==> src/hw/trace_pkg.sv <==
/*
 * trace recorder types and constants
 * program counter type, buffer depth and index types,
 * recorder state encoding, UART bit timing
 */

package trace_pkg;

  // program counter as seen on the debug port
  typedef logic [23:0] pc_t;

  ////////////////////////////////////////////////////////////////////////////
  // trace buffer sizing

  localparam int TRACE_DEPTH = 16;

  typedef logic [$clog2(TRACE_DEPTH)-1:0] trace_addr_t;

  // one extra bit so a full buffer reads as TRACE_DEPTH
  typedef logic [$clog2(TRACE_DEPTH):0] trace_count_t;

  ////////////////////////////////////////////////////////////////////////////
  // recorder state, also visible in the status register

  typedef enum logic [1:0] {
    IDLE    = 2'd0,
    CAPTURE = 2'd1,
    DUMP    = 2'd2,
    DONE    = 2'd3
  } trace_state_e;

  ////////////////////////////////////////////////////////////////////////////
  // UART replay

  // bit period in clk_74a cycles
  localparam int CLKS_PER_BIT = 24;

  // msb first, one entry per three bytes
  localparam int BYTES_PER_ENTRY = 3;

endpackage

==> src/hw/bridge_pkg.sv <==
/*
 * bridge bus request type, register map and
 * control/status layouts of the trace recorder
 */

package bridge_pkg;

  // one bridge bus cycle, synchronous to clk_74a
  typedef struct packed {
    logic [31:0] addr;
    logic        rd;
    logic        wr;
    logic [31:0] wr_data;
  } bridge_req_t;

  ////////////////////////////////////////////////////////////////////////////
  // register map

  // write arms with skip count in [15:0], read returns last skip count
  localparam logic [31:0] REG_TRACE_CTRL = 32'h0000_0100;

  // read only, state in [1:0], fill count in [12:8]
  localparam logic [31:0] REG_TRACE_STATUS = 32'h0000_0104;

  ////////////////////////////////////////////////////////////////////////////
  // register layouts

  typedef struct packed {
    logic        arm;
    logic [15:0] skip;
  } trace_ctrl_t;

  typedef struct packed {
    trace_pkg::trace_state_e state;
    trace_pkg::trace_count_t count;
  } trace_status_t;

endpackage

==> src/hw/bridge_regs.sv <==
/*
 * bridge register block
 * arm command from control writes, read data mux
 */

`timescale 1ns/1ps

module bridge_regs (
  input  logic                      clk_74a,
  input  logic                      pll_core_locked,
  input  bridge_pkg::bridge_req_t   bridge,
  input  bridge_pkg::trace_status_t status,
  output bridge_pkg::trace_ctrl_t   ctrl,
  output logic [31:0]               rd_data
);

  logic ctrl_wr;

  assign ctrl_wr = bridge.wr && (bridge.addr == bridge_pkg::REG_TRACE_CTRL);

  // writes are always accepted, arm lasts one cycle
  always_ff @(posedge clk_74a or negedge pll_core_locked) begin
    if (!pll_core_locked) begin
      ctrl.arm  <= 1'b0;
      ctrl.skip <= '0;
    end else begin
      ctrl.arm <= ctrl_wr;
      if (ctrl_wr) begin
        ctrl.skip <= bridge.wr_data[15:0];
      end
    end
  end

  ////////////////////////////////////////////////////////////////////////////
  // read mux, no wait states

  always_comb begin
    case (bridge.addr)
      bridge_pkg::REG_TRACE_CTRL: begin
        rd_data = {16'h0000, ctrl.skip};
      end
      bridge_pkg::REG_TRACE_STATUS: begin
        // count in [12:8], state in [1:0]
        rd_data = {19'd0, status.count, 6'd0, status.state};
      end
      default: begin
        rd_data = 32'h0000_0000;
      end
    endcase
  end

endmodule

==> src/hw/pc_capture.sv <==
/*
 * program counter change detector
 * counts off skipped changes after arm, then strobes each new value
 */

`timescale 1ns/1ps

module pc_capture (
  input  logic                    clk_74a,
  input  logic                    pll_core_locked,
  input  trace_pkg::pc_t          debug_pc,
  input  bridge_pkg::trace_ctrl_t ctrl,
  input  logic                    capturing,
  output logic                    cap_valid,
  output trace_pkg::pc_t          cap_pc
);

  trace_pkg::pc_t prev_pc;
  logic [15:0]    skip_left;
  logic           strobe;
  logic           pc_changed;

  assign pc_changed = (debug_pc != prev_pc);

  always_ff @(posedge clk_74a or negedge pll_core_locked) begin
    if (!pll_core_locked) begin
      prev_pc   <= '0;
      skip_left <= '0;
      strobe    <= 1'b0;
    end else begin
      prev_pc <= debug_pc;
      strobe  <= 1'b0;
      if (ctrl.arm) begin
        skip_left <= ctrl.skip;
      end else if (capturing && pc_changed) begin
        // skipped changes are consumed first
        if (skip_left != 16'd0) begin
          skip_left <= skip_left - 16'd1;
        end else begin
          strobe <= 1'b1;
        end
      end
    end
  end

  // value only moves on a change, so it holds with the strobe
  always_ff @(posedge clk_74a) begin
    if (pc_changed) begin
      cap_pc <= debug_pc;
    end
  end

  // a strobe that lands as the buffer fills is dropped here
  assign cap_valid = strobe & capturing;

endmodule

==> src/hw/pc_trace_top.sv <==
/*
 * program counter trace recorder top level
 * bridge registers, capture, buffer, serializer and UART
 */

`timescale 1ns/1ps

module pc_trace_top (
  input  logic                   clk_74a,
  input  logic                   pll_core_locked,
  input  bridge_pkg::bridge_req_t bridge,
  output logic [31:0]            bridge_rd_data,
  input  trace_pkg::pc_t         debug_pc,
  output logic                   uart_txd
);

  bridge_pkg::trace_ctrl_t   ctrl;
  bridge_pkg::trace_status_t status;

  logic           capturing;
  logic           cap_valid;
  trace_pkg::pc_t cap_pc;

  logic           word_valid;
  logic           word_ready;
  trace_pkg::pc_t word;

  logic       tx_valid;
  logic [7:0] tx_byte;
  logic       tx_busy;

  bridge_regs bridge_regs_inst (
    .clk_74a         (clk_74a),
    .pll_core_locked (pll_core_locked),
    .bridge          (bridge),
    .status          (status),
    .ctrl            (ctrl),
    .rd_data         (bridge_rd_data)
  );

  pc_capture pc_capture_inst (
    .clk_74a         (clk_74a),
    .pll_core_locked (pll_core_locked),
    .debug_pc        (debug_pc),
    .ctrl            (ctrl),
    .capturing       (capturing),
    .cap_valid       (cap_valid),
    .cap_pc          (cap_pc)
  );

  trace_buffer trace_buffer_inst (
    .clk_74a         (clk_74a),
    .pll_core_locked (pll_core_locked),
    .ctrl            (ctrl),
    .cap_valid       (cap_valid),
    .cap_pc          (cap_pc),
    .capturing       (capturing),
    .status          (status),
    .word_valid      (word_valid),
    .word            (word),
    .word_ready      (word_ready)
  );

  trace_serializer trace_serializer_inst (
    .clk_74a         (clk_74a),
    .pll_core_locked (pll_core_locked),
    .word_valid      (word_valid),
    .word            (word),
    .word_ready      (word_ready),
    .tx_valid        (tx_valid),
    .tx_byte         (tx_byte),
    .tx_busy         (tx_busy)
  );

  uart_tx uart_tx_inst (
    .clk_74a         (clk_74a),
    .pll_core_locked (pll_core_locked),
    .tx_valid        (tx_valid),
    .tx_byte         (tx_byte),
    .tx_busy         (tx_busy),
    .txd             (uart_txd)
  );

endmodule

==> src/hw/trace_buffer.sv <==
/*
 * trace memory with a shared write/read address counter
 * and the idle/capture/dump/done recorder FSM
 */

`timescale 1ns/1ps

module trace_buffer (
  input  logic                      clk_74a,
  input  logic                      pll_core_locked,
  input  bridge_pkg::trace_ctrl_t   ctrl,
  input  logic                      cap_valid,
  input  trace_pkg::pc_t            cap_pc,
  output logic                      capturing,
  output bridge_pkg::trace_status_t status,
  output logic                      word_valid,
  output trace_pkg::pc_t            word,
  input  logic                      word_ready
);

  trace_pkg::pc_t          mem [trace_pkg::TRACE_DEPTH];
  trace_pkg::trace_state_e state;
  trace_pkg::trace_addr_t  addr;
  trace_pkg::trace_count_t count;
  logic                    last_addr;

  assign last_addr = (addr == trace_pkg::trace_addr_t'(trace_pkg::TRACE_DEPTH - 1));

  ////////////////////////////////////////////////////////////////////////////
  // recorder FSM

  always_ff @(posedge clk_74a or negedge pll_core_locked) begin
    if (!pll_core_locked) begin
      state      <= trace_pkg::IDLE;
      addr       <= '0;
      count      <= '0;
      word_valid <= 1'b0;
    end else if (ctrl.arm) begin
      state      <= trace_pkg::CAPTURE;
      addr       <= '0;
      count      <= '0;
      word_valid <= 1'b0;
    end else begin
      case (state)
        trace_pkg::CAPTURE: begin
          if (cap_valid) begin
            // wraps back to entry 0 on the last write, ready for the dump
            addr  <= addr + 1'b1;
            count <= count + 1'b1;
            if (last_addr) begin
              state <= trace_pkg::DUMP;
            end
          end
        end
        trace_pkg::DUMP: begin
          if (!word_valid) begin
            word_valid <= 1'b1;
          end else if (word_ready) begin
            word_valid <= 1'b0;
            if (last_addr) begin
              state <= trace_pkg::DONE;
            end else begin
              addr <= addr + 1'b1;
            end
          end
        end
        default: begin
        end
      endcase
    end
  end

  ////////////////////////////////////////////////////////////////////////////
  // memory, one cycle read into the output word

  always_ff @(posedge clk_74a) begin
    if (state == trace_pkg::CAPTURE && cap_valid) begin
      mem[addr] <= cap_pc;
    end
  end

  // loads only while no word is offered, so it holds until taken
  always_ff @(posedge clk_74a) begin
    if (state == trace_pkg::DUMP && !word_valid) begin
      word <= mem[addr];
    end
  end

  assign capturing    = (state == trace_pkg::CAPTURE);
  assign status.state = state;
  assign status.count = count;

endmodule

==> src/hw/trace_serializer.sv <==
/*
 * entry to byte serializer
 * three bytes per entry, msb first, paced by the UART busy flag
 */

`timescale 1ns/1ps

module trace_serializer (
  input  logic           clk_74a,
  input  logic           pll_core_locked,
  input  logic           word_valid,
  input  trace_pkg::pc_t word,
  output logic           word_ready,
  output logic           tx_valid,
  output logic [7:0]     tx_byte,
  input  logic           tx_busy
);

  trace_pkg::pc_t shift_q;
  logic [1:0]     bytes_left;
  logic           word_take;
  logic           byte_take;

  assign word_ready = (bytes_left == 2'd0);
  assign word_take  = word_valid && word_ready;

  assign tx_valid  = (bytes_left != 2'd0);
  assign tx_byte   = shift_q[23:16];
  assign byte_take = tx_valid && !tx_busy;

  always_ff @(posedge clk_74a or negedge pll_core_locked) begin
    if (!pll_core_locked) begin
      bytes_left <= 2'd0;
    end else if (word_take) begin
      bytes_left <= 2'(trace_pkg::BYTES_PER_ENTRY);
    end else if (byte_take) begin
      bytes_left <= bytes_left - 2'd1;
    end
  end

  // next byte moves up into [23:16] once the UART takes one
  always_ff @(posedge clk_74a) begin
    if (word_take) begin
      shift_q <= word;
    end else if (byte_take) begin
      shift_q <= {shift_q[15:0], 8'h00};
    end
  end

endmodule

==> src/hw/uart_tx.sv <==
/*
 * 8N1 UART transmitter, fixed bit period, lsb first
 */

`timescale 1ns/1ps

module uart_tx (
  input  logic       clk_74a,
  input  logic       pll_core_locked,
  input  logic       tx_valid,
  input  logic [7:0] tx_byte,
  output logic       tx_busy,
  output logic       txd
);

  typedef enum logic [1:0] {
    TX_IDLE,
    TX_START,
    TX_DATA,
    TX_STOP
  } tx_state_e;

  tx_state_e state;
  logic [$clog2(trace_pkg::CLKS_PER_BIT)-1:0] clk_cnt;
  logic [2:0] bit_idx;
  logic [7:0] data_q;
  logic       bit_end;

  assign bit_end = (clk_cnt == ($bits(clk_cnt))'(trace_pkg::CLKS_PER_BIT - 1));

  // high from the cycle after a byte is taken through the stop bit
  assign tx_busy = (state != TX_IDLE);

  always_ff @(posedge clk_74a or negedge pll_core_locked) begin
    if (!pll_core_locked) begin
      state   <= TX_IDLE;
      clk_cnt <= '0;
      bit_idx <= '0;
      txd     <= 1'b1;
    end else begin
      clk_cnt <= bit_end ? '0 : clk_cnt + 1'b1;
      case (state)
        TX_IDLE: begin
          clk_cnt <= '0;
          if (tx_valid) begin
            txd   <= 1'b0;
            state <= TX_START;
          end
        end
        TX_START: begin
          if (bit_end) begin
            txd     <= data_q[0];
            bit_idx <= '0;
            state   <= TX_DATA;
          end
        end
        TX_DATA: begin
          if (bit_end) begin
            if (bit_idx == 3'd7) begin
              txd   <= 1'b1;
              state <= TX_STOP;
            end else begin
              txd     <= data_q[bit_idx + 3'd1];
              bit_idx <= bit_idx + 3'd1;
            end
          end
        end
        default: begin
          if (bit_end) begin
            state <= TX_IDLE;
          end
        end
      endcase
    end
  end

  // byte held for the whole frame
  always_ff @(posedge clk_74a) begin
    if (state == TX_IDLE && tx_valid) begin
      data_q <= tx_byte;
    end
  end

endmodule

==> config.mk <==
export PLATFORM = sky130hd
export DESIGN_NAME = pc_trace_top
export DESIGN_NICKNAME = d
export VERILOG_FILES = /design/src/hw/trace_pkg.sv /design/src/hw/bridge_pkg.sv /design/src/hw/bridge_regs.sv /design/src/hw/pc_capture.sv /design/src/hw/pc_trace_top.sv /design/src/hw/trace_buffer.sv /design/src/hw/trace_serializer.sv /design/src/hw/uart_tx.sv
export SDC_FILE = /design/constraint.sdc
export NUM_CORES = 1
export LEC_CHECK = 0
export BUFFER_PORTS_ARGS = -buffer_cell sky130_fd_sc_hd__buf_2
export CAP_MARGIN = 20
export CORE_MARGIN = 2
export CORE_UTILIZATION = 60
export DETAILED_ROUTE_END_ITERATION = 6
export PLACE_DENSITY = 0.87
export SLEW_MARGIN = 20
export SYNTH_ARGS = -nofsm -noshare
export SYNTH_HDL_FRONTEND = slang
export SYNTH_SLANG_ARGS = --single-unit
==> constraint.sdc <==
create_clock -name clk_74a -period 3.5 [get_ports clk_74a]
set_input_delay 0.7 -clock clk_74a [delete_from_list [all_inputs] [get_ports clk_74a]]
set_output_delay 0.7 -clock clk_74a [all_outputs]
set_load 0.02 [all_outputs]
# Word level (Yosys, flattened, before mapping)
# Memory sizes are Yosys's and may differ from the RTL's. A register that Yosys moved wholly into a read port is not among the register bits.
# Index checks and enable logic that the tools add are counted.
[op_classes] addsub=6 multipliers=0 n_div=0 n_lt_le_gt_ge=1 n_eq_ne=21 shifts=0 mux=52 bitwise=1 n_reduce_logical=31
[op_table] cell="32-bit by 9-bit == test with 1-bit output (second input constant)" count=2
[op_table] cell="16-bit 2-to-1 mux" count=3
[op_table] cell="24-bit 2-to-1 mux" count=2
[op_table] cell="16-bit one-hot mux with 2 select lines" count=1
[op_table] cell="2-bit 2-to-1 mux" count=13
[op_table] cell="5-bit 2-to-1 mux" count=5
[op_table] cell="24-bit inequality test" count=1
[op_table] cell="4-bit 2-to-1 mux" count=5
[op_table] cell="2-bit nonzero test" count=10
[op_table] cell="16-bit nonzero test" count=1
[op_table] cell="16-bit by 1-bit subtractor with 16-bit output (second input constant)" count=1
[op_table] cell="3-bit by 2-bit inequality test with 1-bit output (second input constant)" count=5
[op_table] cell="1-bit 2-to-1 mux" count=14
[op_table] cell="5-bit by 1-bit adder with 5-bit output (second input constant)" count=2
[op_table] cell="5-bit AND reduction" count=2
[op_table] cell="3-bit 2-to-1 mux" count=3
[op_table] cell="4-bit one-hot mux with 2 select lines" count=1
[op_table] cell="4-bit AND reduction" count=2
[op_table] cell="1-bit logical AND" count=7
[op_table] cell="2-bit by 1-bit inequality test with 1-bit output (second input constant)" count=3
[op_table] cell="2-bit one-hot mux with 3 select lines" count=1
[op_table] cell="3-bit one-hot mux with 2 select lines" count=1
[op_table] cell="6-bit AND reduction" count=1
[op_table] cell="3-bit nonzero test" count=2
[op_table] cell="18 further kinds" count=24
[totals] register_bits=139 latchBits=0 mem_bits_rw=384 mem_bits_ro=0 in_bits=92 output_inout_bits=33 wordCells=130 mem_count=1
[memory_table] name="trace_buffer_inst.mem" words=16 word_bits=24 read_ports=1 rd_clocked_by_memory_dff=1 write_ports=1 line_no="trace_buffer.sv:21" rtl="trace_pkg::pc_t mem [trace_pkg::TRACE_DEPTH];"

# Depth between registers and ports, before layout
# Gate-level depths: netlist of the first run.
[depth] ltp_word=6 depth_mapped=8 ltp_nobuf=8

# Modules after synthesis
# From an unflattened synthesis of the first run, not the netlist that was laid out.
[hier_totals] hier_cells=1152 hier_area_um2=21822.2
[by_module_without_submodules] mod="trace_buffer" instances=1 cells_per_inst=699 area_per_inst_um2=15876.5 seq_area_each_um2=12552.0
[by_module_without_submodules] mod="pc_capture" instances=1 cells_per_inst=215 area_per_inst_um2=2696.3 seq_area_each_um2=1746.7
[by_module_without_submodules] mod="trace_serializer" instances=1 cells_per_inst=73 area_per_inst_um2=1219.9 seq_area_each_um2=770.7
[by_module_without_submodules] mod="bridge_regs" instances=1 cells_per_inst=91 area_per_inst_um2=1088.5 seq_area_each_um2=425.4
[by_module_without_submodules] mod="uart_tx" instances=1 cells_per_inst=74 area_per_inst_um2=940.9 seq_area_each_um2=516.7

# Least setup slack after synthesis of the first run
# OpenSTA, ideal clock, no wires.
[synth_path] path_type="flip-flop to flip-flop" start="register uart_tx_inst.state[0]" end="register trace_serializer_inst.shift_q[0], enable pin" setup_time_ps=446 t_arrival_ps=2663 t_required_ps=3054 setup_slack_ps=392 stages_incl_launch_ff=5 path_buffers=0 synth_period_minus_slack_ps=3108 path_cell_list="dfrtp_1 inv_1 ha_1 inv_1 o21ai_0"
[synth_via] elab_chain_len=4
[synth_rtl] element="start, declared" line_no="uart_tx.sv:23" rtl="tx_state_e state;"
[synth_rtl] element="start signal, assigned" line_no="uart_tx.sv:36" rtl="state <= TX_IDLE;"
[synth_rtl] element="start signal, assigned" line_no="uart_tx.sv:47" rtl="state <= TX_START;"
[synth_rtl] element="start signal, assigned" line_no="uart_tx.sv:54" rtl="state <= TX_DATA;"
[synth_rtl] element="2-bit nonzero test" line_no="uart_tx.sv:32" rtl="assign tx_busy = (state != TX_IDLE);"
[synth_rtl] element="1-bit logical NOT" line_no="trace_serializer.sv:29" rtl="assign byte_take = tx_valid && !tx_busy;"
[synth_rtl] element="1-bit logical AND" line_no="trace_serializer.sv:29"
[synth_rtl] element="2-bit nonzero test (no line)"
[synth_rtl] element="end signal, assigned" line_no="trace_serializer.sv:44" rtl="shift_q <= word;"
[synth_rtl] element="end signal, assigned" line_no="trace_serializer.sv:46" rtl="shift_q <= {shift_q[15:0], 8'h00};"
[synth_rtl] element="end, declared" line_no="trace_serializer.sv:19" rtl="trace_pkg::pc_t shift_q;"
# Every way passes these cells.
# A chain may end at the register's enable or synchronous reset.

# Final worst setup path of the first run
[layout_path] start="input port bridge[65] in the netlist's numbering" end="output port bridge_rd_data[8]"
[layout_via] elab_chain_len=2 elab_cells_between_ends=3 cone_classes="eq/ne (2); mux (1)"
[layout_rtl] element="start, declared" line_no="pc_trace_top.sv:11" rtl="input bridge_pkg::bridge_req_t bridge,"
[layout_rtl] element="32-bit by 9-bit == test with 1-bit output" line_no="bridge_regs.sv:38" rtl="case (bridge.addr)"
[layout_rtl] element="16-bit one-hot mux with 2 select lines *" line_no="bridge_regs.sv:38"
[layout_rtl] element="end, declared" line_no="pc_trace_top.sv:12" rtl="output logic [31:0] bridge_rd_data,"
# Every way passes the cells marked *; elsewhere a longest branch is shown, timed or not.

==> flow_summary_export.csv, run 1 <==
group,metric,value,unit
status,status,"finished clean",
yosys,syn_avg_cell_area,20.2,µm²
yosys,synth_warnings,0,
yosys,yosysUniqueCellTypes,63,
floorplanning,start_util,60.7,%
clocking,clock_latency,0.60,ns
placed_design,port_buffers,91,
global_routing,grt_pass1_vias,11500,
placed_design,dpl.cell_count,1610,
timing,maxSlewViolCount,0,
layout,fin_cells,1709,
clocking,cts-root-buf,"clkbuf_16",
floorplanning,coreArea,35400,µm²
layout,final_nets,1309,
timing,hold_viol_final,0,
critical_path,cp_cell_sequence,"buf_2 > nor4_1 > nand4_1 > nor3_4 > a22o_1 > buf_2",
layout,final_util,68.9,%
detailed_routing,wire_per_inst,29.8,µm
yosys,yosysSeqAreaShare,74.5,%
global_routing,track_usage,27.9,%
timing,period_share,86.3,%
global_routing,grt_max_degree,73,
critical_path,path_max_fanout,17,
clocking,clk_path_buf_depth,3,
pwr,power_density,536,nW/µm²
critical_path,r2r-start,"trace_buffer_inst.state[0]",
timing,fin_crit,3.02,ns
critical_path,end_kind,"primary output",
clocking,cts_tree,"done",
clocking,cts_resized,0,
job,cap_viol_max_count,0,
layout,final_common_cell,"edfxtp_1",
floorplanning,die_x,193,µm
timing,totalNegativeSetupSlack,0,ns
critical_path,path_class,"input port to primary output",
global_routing,antenna_found_initial,1,
timing,setup_viol,0,
yosys,synth_edf_count,464,
yosys,async_reset_ff_share,15.2,%
clocking,cts_buffers,53,
layout,n_antenna_cell,0,
critical_path,crit_arrival,2.32,ns
layout,area_growth,13.5,%
floorplanning,die_h,193,µm
timing,tightest_slew,0.929,ns
hold_path,hp-class,"input port to asynchronous set/reset pin",
timing,grt_setup_unrepaired,"false",
timing,max_freq,331,MHz
critical_path,cp_slowest_cell,"nor3_4",
pwr,p_leak,8.24,nW
pwr,ir_drop,513,µV
critical_path,max_stage_delay,0.54,ns
global_routing,grt-ovfl-total,0,
clocking,post_cts_buffers,0,
yosys,synthFlopType,"edfxtp_1",
detailed_routing,dr.pass1.iters,6,
layout,final_cell_mix,"edfxtp_1, mux4_2, buf_2",
detailed_routing,drt-vias-per-instance,6.56,
floorplanning,num_rows,69,
detailed_routing,finalWirelength,51000,µm
clocking,cts_max_level,2,
global_routing,grt_pass1_wl,75500,µm
critical_path,cp_data_required_time,2.80,ns
timing,fin_skew,0.0246,ns
layout,drive_above_1_share,31.5,%
placed_design,dpl.hpwl,28000,µm
detailed_routing,vias,11200,
detailed_routing,drt-initial-drc-count,1285,
timing,relSlewSlack,38.1,%
layout,fin_area,24400,µm²
floorplanning,io_pins,125,
yosys,syn_inst,1062,
placed_design,place_area,22600,µm²
critical_path,cp-startpoint,"bridge[65]",
floorplanning,die_area,37300,µm²
yosys,netlist_area,21500,µm²
clocking,cts.sink_count,547,
critical_path,crit_top_cell,"buf_2",
detailed_routing,drc,0,
clocking,clk_pin_slew,0.06,ns
yosys,ys_seq_elements,547,
critical_path,critPathLaunchType,"input port",
placed_design,gp_congestion,0.806,
detailed_routing,ant_nets,0,
clocking,holdBufCountCts,0,
-- through the flow --
| stage | hold slack, ns | power (mW) | worst slack [ns] |
|---|---|---|---|
| after floorplan | 0.400 | 7.32 | 0.392 |
| after global placement | 0.403 | 7.41 | 0.596 |
| after detailed placement | 0.405 | 7.42 | 0.536 |
| after CTS | 0.101 | 13.1 | 0.538 |
| after global routing | 0.125 | 13.4 | 0.364 |
| final | 0.0922 | 13.1 | 0.480 |
-- path summary, 6_finish.rpt --
| kind | end | slack [ns] | cells after the start |
|---|---|---|---|
| max | bridge_rd_data[8] | 0.48 | 6 |
| max in group asynchronous | pc_capture_inst.prev_pc[2] | 2.66 | 2 |
| min | uart_tx_inst.bit_idx[0] | 0.09 | 1 |
| min in group clk_74a | pc_capture_inst.prev_pc[18] | 0.25 | 1 |
| max reg2reg | trace_buffer_inst.mem[0][9] | 0.55 | 6 |
| min reg2reg | uart_tx_inst.data_q[7] | 0.42 | 0 |
-- flip-flops by register name, summed over array words and instances, names as in the netlist, 2 cells and up --
register / cells
trace_buffer_inst.mem: 384
pc_capture_inst.cap_pc: 24
pc_capture_inst.prev_pc: 24
trace_buffer_inst.word: 24
trace_serializer_inst.shift_q: 24
bridge_regs_inst.ctrl: 17
pc_capture_inst.skip_left: 16
uart_tx_inst.data_q: 8
trace_buffer_inst.count: 5
uart_tx_inst.clk_cnt: 5
trace_buffer_inst.addr: 4
uart_tx_inst.bit_idx: 3
trace_buffer_inst.state: 2
trace_serializer_inst.bytes_left: 2
uart_tx_inst.state: 2
-- cell type report --
| class | count | area (µm²) |
|---|---|---|
| repair buffers | 131 | 821 |
| clock inverters | 36 | 345 |
| fillers | 2062 | 11000 |
| multi-input cells | 451 | 5130 |
| well taps | 461 | 577 |
| flip-flops and latches | 547 | 16000 |
| inverters | 20 | 75.1 |
| clock buffers | 63 | 1430 |
-- logic make-up (layout without fill, tap and decap cells) --
| logic type | count (synthesis) | count (layout) | share of synthesized area [%] |
|---|---|---|---|
| buffers and inverters | 79 | 250 | 1.93 |
| multiplexers | 156 | 156 | 14.6 |
| XOR/XNOR | 33 | 33 | 1.34 |
| adder cells (fa/ha/maj) | 13 | 13 | 0.757 |
| other | 1 | 16 | 0.0174 |
| AO/OA/AOI/OAI | 69 | 69 | 2.48 |
| AND/OR/NAND/NOR | 164 | 164 | 4.40 |
| flip-flops | 547 | 547 | 74.5 |
-- critical path, delay by kind of cell --
kind	cells	cell delay, ns
AND/OR/NAND/NOR	3	1.11
buffers and inverters	2	0.26
AO/OA/AOI/OAI	1	0.24
-- Yosys cell counts (all sizes together), types with 12 or more instances --
master	count	area (µm²)
xnor2	26	228
nand4	13	87.6
ha	13	163
buf	35	249
inv	20	75.1
dfrtp	82	2050
mux2	34	383
and2	24	151
nor2	36	143
a22o	14	123
edfxtp	464	13900
mux4	122	2750
clkbuf	24	90.1
nand3	12	60.1
nand2	23	88.8
nor3	12	87.6
-- report_power, final --
part | switching, mW | leakage (nW) | internal [mW]
logic | 0.0824 | 2.23 | 0.0517
registers | 0.0668 | 5.15 | 7.09
clock network | 2.44 | 0.864 | 3.35
-- metal layers --
metal  GRT usage (%)  share of wire, %  routed length, µm
met1            35.7                35              17800
met5               0                 0                  0
met4            10.5               3.7               1910
met2            47.9                53              26900
met3            5.60               8.6               4400
Power figures use the tool's default switching activity.
==> run 2: changes to the inputs <==
Settings changed: CORE_UTILIZATION 60 to 45, PLACE_DENSITY 0.87 to 0.7.
==> flow_summary_export.csv, run 2 (synthesized netlist as in run 1, its figures left out) <==
group,metric,value,unit
clocking,cts_buffers,53,
timing,relSlewSlack,39.2,%
detailed_routing,drt-initial-drc-count,973,
critical_path,crit_arrival,2.27,ns
floorplanning,start_util,45.3,%
hold_path,hp-class,"input port to asynchronous set/reset pin",
timing,hold_viol_final,0,
critical_path,cp_data_required_time,2.80,ns
floorplanning,io_pins,125,
critical_path,r2r_setup_slack,0.83,ns
floorplanning,num_rows,80,
floorplanning,die_x,223,µm
clocking,clock_latency,0.60,ns
timing,fin_crit,2.97,ns
timing,maxSlewViolCount,0,
layout,final_cell_mix,"edfxtp_1, mux4_2, buf_2",
pwr,power_density,518,nW/µm²
floorplanning,die_area,49500,µm²
clocking,post_cts_buffers,0,
critical_path,path_max_fanout,17,
floorplanning,die_h,223,µm
timing,grt_setup_unrepaired,"false",
detailed_routing,wire_per_inst,23.4,µm
clocking,cts_max_level,2,
layout,largest_reg_flops,384,
critical_path,cp_cell_sequence,"buf_2 > nor4_1 > nand4_1 > nor3_4 > a22o_1 > buf_2",
timing,max_freq,337,MHz
global_routing,grt_pass1_vias,10600,
critical_path,max_stage_delay,0.53,ns
detailed_routing,ant_nets,0,
detailed_routing,drc,0,
global_routing,grt_pass1_wl,66100,µm
job,cap_viol_max_count,0,
clocking,cts_resized,0,
detailed_routing,finalWirelength,43500,µm
clocking,cts.sink_count,547,
critical_path,reg2regPathDepth,6,
floorplanning,coreArea,47400,µm²
critical_path,crit_top_cell,"buf_2",
clocking,holdBufCountCts,0,
timing,tightest_slew,0.912,ns
clocking,clk_pin_slew,0.05,ns
global_routing,grt-ovfl-total,0,
critical_path,cp-startpoint,"bridge[58]",
detailed_routing,vias,10400,
layout,fin_cells,1859,
timing,setup_viol,0,
pwr,ir_drop,418,µV
critical_path,r2r-start,"trace_buffer_inst.state[0]",
critical_path,end_kind,"primary output",
placed_design,port_buffers,91,
clocking,cts-root-buf,"clkbuf_16",
clocking,clk_path_buf_depth,3,
clocking,cts_tree,"done",
layout,final_common_cell,"edfxtp_1",
layout,drive_above_1_share,31.0,%
critical_path,regToRegEndpoint,"trace_buffer_inst.mem[6][9]",
detailed_routing,dr.pass1.iters,5,
status,status,"finished clean",
global_routing,antenna_found_initial,1,
critical_path,critPathLaunchType,"input port",
detailed_routing,drt-vias-per-instance,5.62,
placed_design,dpl.hpwl,24900,µm
layout,final_nets,1307,
layout,n_antenna_cell,0,
layout,top_register,"trace_buffer_inst.mem",
critical_path,path_class,"input port to primary output",
placed_design,gp_congestion,0.757,
timing,fin_skew,0.0165,ns
layout,area_growth,13.6,%
critical_path,cp_slowest_cell,"nor3_4",
pwr,p_leak,8.17,nW
global_routing,track_usage,18.1,%
timing,totalNegativeSetupSlack,0,ns
placed_design,dpl.cell_count,1762,
timing,period_share,84.7,%
global_routing,grt_max_degree,49,
-- run 2: cell types whose count changed in the layout (fill, tap and decap cells not counted) --
| cell | before | now |
|---|---|---|
| clkinv_8 | 1 | 0 |
| inv_6 | 1 | 4 |
| clkbuf_16 | 54 | 53 |
| inv_16 | 0 | 1 |
| bufinv_16 | 6 | 2 |
| clkinvlp_4 | 5 | 3 |
| buf_4 | 36 | 35 |
| clkinv_1 | 10 | 8 |
| clkbuf_1 | 5 | 10 |
| buf_12 | 5 | 4 |
| clkbuf_8 | 4 | 1 |
| clkinv_4 | 0 | 2 |
-- run 2: worst max path at each step --
stage                                       endpoint  slack, ns  depth (start not counted)
floorplan           trace_serializer_inst.shift_q[0]       0.39                          4
global placement                   bridge_rd_data[1]       0.54                          6
detailed placement                 bridge_rd_data[0]       0.54                          6
CTS                                bridge_rd_data[0]       0.54                          6
global route                       bridge_rd_data[0]       0.34                          6
finish                             bridge_rd_data[0]       0.53                          6
-- run 2: through the flow --
stage / hold slack [ns] / power (mW) / worst slack [ns] / cell area (µm²) / util (%)
global placement: 0.404 / 7.41 / 0.537 / 22800 / 48.0
CTS: 0.143 / 12.8 / 0.536 / 24400 / 51.5
global route: 0.194 / 13.0 / 0.336 / 24400 / 51.5
finish: 0.144 / 12.6 / 0.535 / 24400 / 51.5
detailed placement: 0.405 / 7.42 / 0.536 / 22800 / 48.0
floorplan: 0.400 / 7.32 / 0.392 / 21500 / -
-- run 2: critical path, delay by kind of cell --
kind,cells,cell delay [ns]
compound gates,1,0.24
buf+inv,2,0.26
simple gates,3,1.06
-- run 2: power by group --
part	internal (mW)	total, mW	switching (mW)
combinational	0.0524	0.131	0.0788
clock	2.97	5.36	2.39
sequential	7.09	7.15	0.0617
-- run 2: layout make-up --
| class | count | area [µm²] |
|---|---|---|
| sequential | 547 | 16000 |
| inverter | 20 | 75.1 |
| tap | 615 | 769 |
| clock buffer | 64 | 1380 |
| multi-input combinational | 451 | 5130 |
| timing repair buffer | 129 | 793 |
| clock inverter | 33 | 250 |
| fill | 3769 | 23000 |
-- run 2: layer usage --
| layer | vias to the layer above | GRT usage, % | part of all wire, % |
|---|---|---|---|
| met3 | 68 | 2.37 | 5.3 |
| met4 | 0 | 5.63 | 2.2 |
| met2 | 321 | 30.1 | 50 |
| met5 | - | 0 | 0 |
| li1 | 4561 | - | - |
| met1 | 5493 | 25.0 | 42 |
==> run 3: changes to the inputs <==
Settings changed: ABC_AREA from default to 1, PLACE_DENSITY 0.7 to 0.72.
Clock period 3.5 ns to 2.6 ns, I/O delays scaled along.
==> flow_summary_export.csv, run 3 <==
group,metric,value,unit
status,status,"finished clean",
placed_design,dpl.hpwl,28600,µm
floorplanning,die_area,51000,µm²
pwr,switchingPower,3.46,mW
yosys,synth_edf_count,464,
timing,setup_viol,0,
critical_path,path_buf_inv,4,
pwr,power.internal,14.0,mW
detailed_routing,ant_nets,0,
detailed_routing,drt-vias-per-instance,5.44,
pwr,ir_drop,527,µV
yosys,synth_warnings,0,
critical_path,critPathLaunchType,"input port",
detailed_routing,drt-initial-drc-count,1638,
clocking,cts.sink_count,547,
critical_path,cp_cell_sequence,"buf_2 > nor4_4 > nand4_1 > nor2_1 > buf_4 > nand2_1 > buf_4 > nor2_1 > buf_2",
hold_path,hp-class,"input port to flop",
global_routing,grt-ovfl-total,0,
floorplanning,coreArea,48700,µm²
critical_path,max_stage_delay,0.30,ns
detailed_routing,drc,0,
timing,relSlewSlack,43.8,%
pwr,switching_share,19.9,%
critical_path,crit_arrival,1.92,ns
global_routing,track_usage,20.0,%
floorplanning,die_x,226,µm
placed_design,port_buffers,91,
clocking,post_cts_buffers,0,
timing,period_share,93.7,%
clocking,clock_latency,0.61,ns
timing,hold_viol_final,0,
layout,final_util,52.1,%
critical_path,crit_family,"simple AND/OR/NAND/NOR gates",
floorplanning,start_util,45.4,%
pwr,p_seq_share,55.4,%
timing,totalNegativeSetupSlack,0,ns
floorplanning,die_h,226,µm
critical_path,reg2regPathDepth,11,
layout,top_register,"trace_buffer_inst.mem",
critical_path,cp-startpoint,"bridge[63]",
job,cap_viol_max_count,0,
yosys,synth_most_common_cell,"edfxtp_1",
critical_path,regToRegEndpoint,"pc_capture_inst.skip_left[10]",
global_routing,grt_max_degree,193,
critical_path,r2r-start,"pc_capture_inst.prev_pc[9]",
yosys,async_reset_ff_share,15.2,%
critical_path,cp_data_required_time,2.08,ns
layout,regArea,16000,µm²
yosys,yosysUniqueCellTypes,38,
critical_path,end_kind,"primary output",
yosys,yosysTopAreaCell,"edfxtp_1",
timing,tightest_slew,0.843,ns
layout,largest_reg_flops,384,
layout,multi_input_area,5410,µm²
pwr,power_frac_comb,1.4,%
global_routing,grt_pass1_vias,14200,
yosys,yosysSeqAreaShare,72.3,%
global_routing,antenna_found_initial,0,
timing,grt_setup_unrepaired,"false",
floorplanning,io_pins,125,
layout,n_antenna_cell,0,
layout,drive_above_1_share,12.5,%
timing,maxSlewViolCount,0,
pwr,p_total,17.4,mW
timing,fin_crit,2.44,ns
pwr,clkPwrFrac,43.2,%
critical_path,cp-endpoint,"bridge_rd_data[13]",
timing,fin_skew,0.0265,ns
clocking,cts-root-buf,"clkbuf_16",
layout,final_nets,2102,
critical_path,path_max_fanout,9,
detailed_routing,dr.pass1.iters,6,
yosys,synth_top_area_share,62.9,%
yosys,synthTopCellsByArea,"edfxtp_1, dfrtp_1, nand2_1",
floorplanning,num_rows,81,
clocking,clk_pin_slew,0.06,ns
yosys,syn_inst,1887,
layout,final_common_cell,"edfxtp_1",
critical_path,path_depth,9,
layout,final_cell_mix,"edfxtp_1, nand2_1, nor2_1",
layout,fillers,3981,
clocking,cts_max_level,2,
clocking,cts_buffers,53,
pwr,p_leak,9.63,nW
clocking,clk_path_buf_depth,3,
placed_design,gp_congestion,0.846,
global_routing,grt_pass1_wl,77800,µm
layout,area_growth,14.7,%
detailed_routing,finalWirelength,51000,µm
critical_path,r2r_setup_slack,0.40,ns
yosys,netlist_area,22100,µm²
critical_path,path_class,"input port to primary output",
timing,max_freq,410,MHz
yosys,ys_seq_elements,547,
yosys,synth_common_cells,"edfxtp_1, nand2_1, nor2_1",
yosys,synthFlopType,"edfxtp_1",
detailed_routing,vias,14700,
yosys,syn_avg_cell_area,11.7,µm²
clocking,cts_tree,"done",
critical_path,cp_slowest_cell,"nor4_4",
detailed_routing,wire_per_inst,18.8,µm
pwr,power_density,686,nW/µm²
==> run 3: through the flow <==
step	instance area, µm²	worst slack (ns)	std cells	hold slack (ns)
after global routing	25400	0.0225	2704	0.0347
after CTS	25400	0.0931	2704	0.0271
after detailed placement	23600	0.108	2605	0.406
after global placement	23600	0.133	2605	0.403
final	25400	0.163	2704	0.0554
after floorplan	22200	-0.109	1902	0.224
==> run 3: logic make-up (layout without fill, tap and decap cells) <==
kind of cell    Yosys count  in the layout  share of synthesized area (%)
fa+ha+maj                13             13                          0.734
other cells               1             16                         0.0169
simple gates            770            770                           14.3
xor+xnor                  7              7                          0.277
flops                   547            547                           72.3
compound gates          341            341                           8.36
buf+inv                 208            346                           4.03
==> run 3: area by class of cell <==
cell class                 count  share of cell area, %
clock buffer                  66                   5.50
clock inverter                32                   1.20
inverter                     105                   1.56
multi-input combinational   1147                   21.3
sequential                   547                   63.1
tap                          664                   3.27
timing repair buffer         143                   4.09
==> run 3: worst min-delay path by stage <==
stage	to	depth (start not counted)	start	slack, ns
6_report	pc_capture_inst.prev_pc[7]	1	debug_pc[7]	0.06
3_3_place_gp	uart_tx_inst.data_q[2]	0	trace_serializer_inst.shift_q[18]	0.40
4_1_cts	pc_capture_inst.prev_pc[7]	1	debug_pc[7]	0.03
2_1_floorplan	bridge_regs_inst.ctrl[0]	0	pll_core_locked	0.22
3_5_place_dp	uart_tx_inst.data_q[6]	0	trace_serializer_inst.shift_q[22]	0.41
5_1_grt	pc_capture_inst.prev_pc[7]	1	debug_pc[7]	0.03
==> run 3: power by group through the flow <==
| stage | combinational [mW] | sequential [mW] | clock [mW] |
|---|---|---|---|
| after floorplan | 0.121 | 9.80 | 0 |
| after global placement | 0.227 | 9.82 | 0 |
| after detailed placement | 0.237 | 9.83 | 0 |
| after CTS | 0.240 | 9.65 | 7.65 |
| after global routing | 0.274 | 9.66 | 7.97 |
| final | 0.240 | 9.65 | 7.53 |
==> run 3: metal layers <==
layer | track usage (%) | part of all wire (%) | up-vias
li1 | - | - | 6824
met3 | 3.85 | 7.8 | 132
met4 | 8.57 | 4.0 | 0
met2 | 34.1 | 49 | 602
met5 | 0 | 0 | -
met1 | 25.0 | 39 | 7146
==> run 3: repair_timing <==
item,CTS,global route
endpoints found under the setup margin,0,16
resized for setup,0,5
endpoints found under the hold margin,35,0
hold buffers,1,0
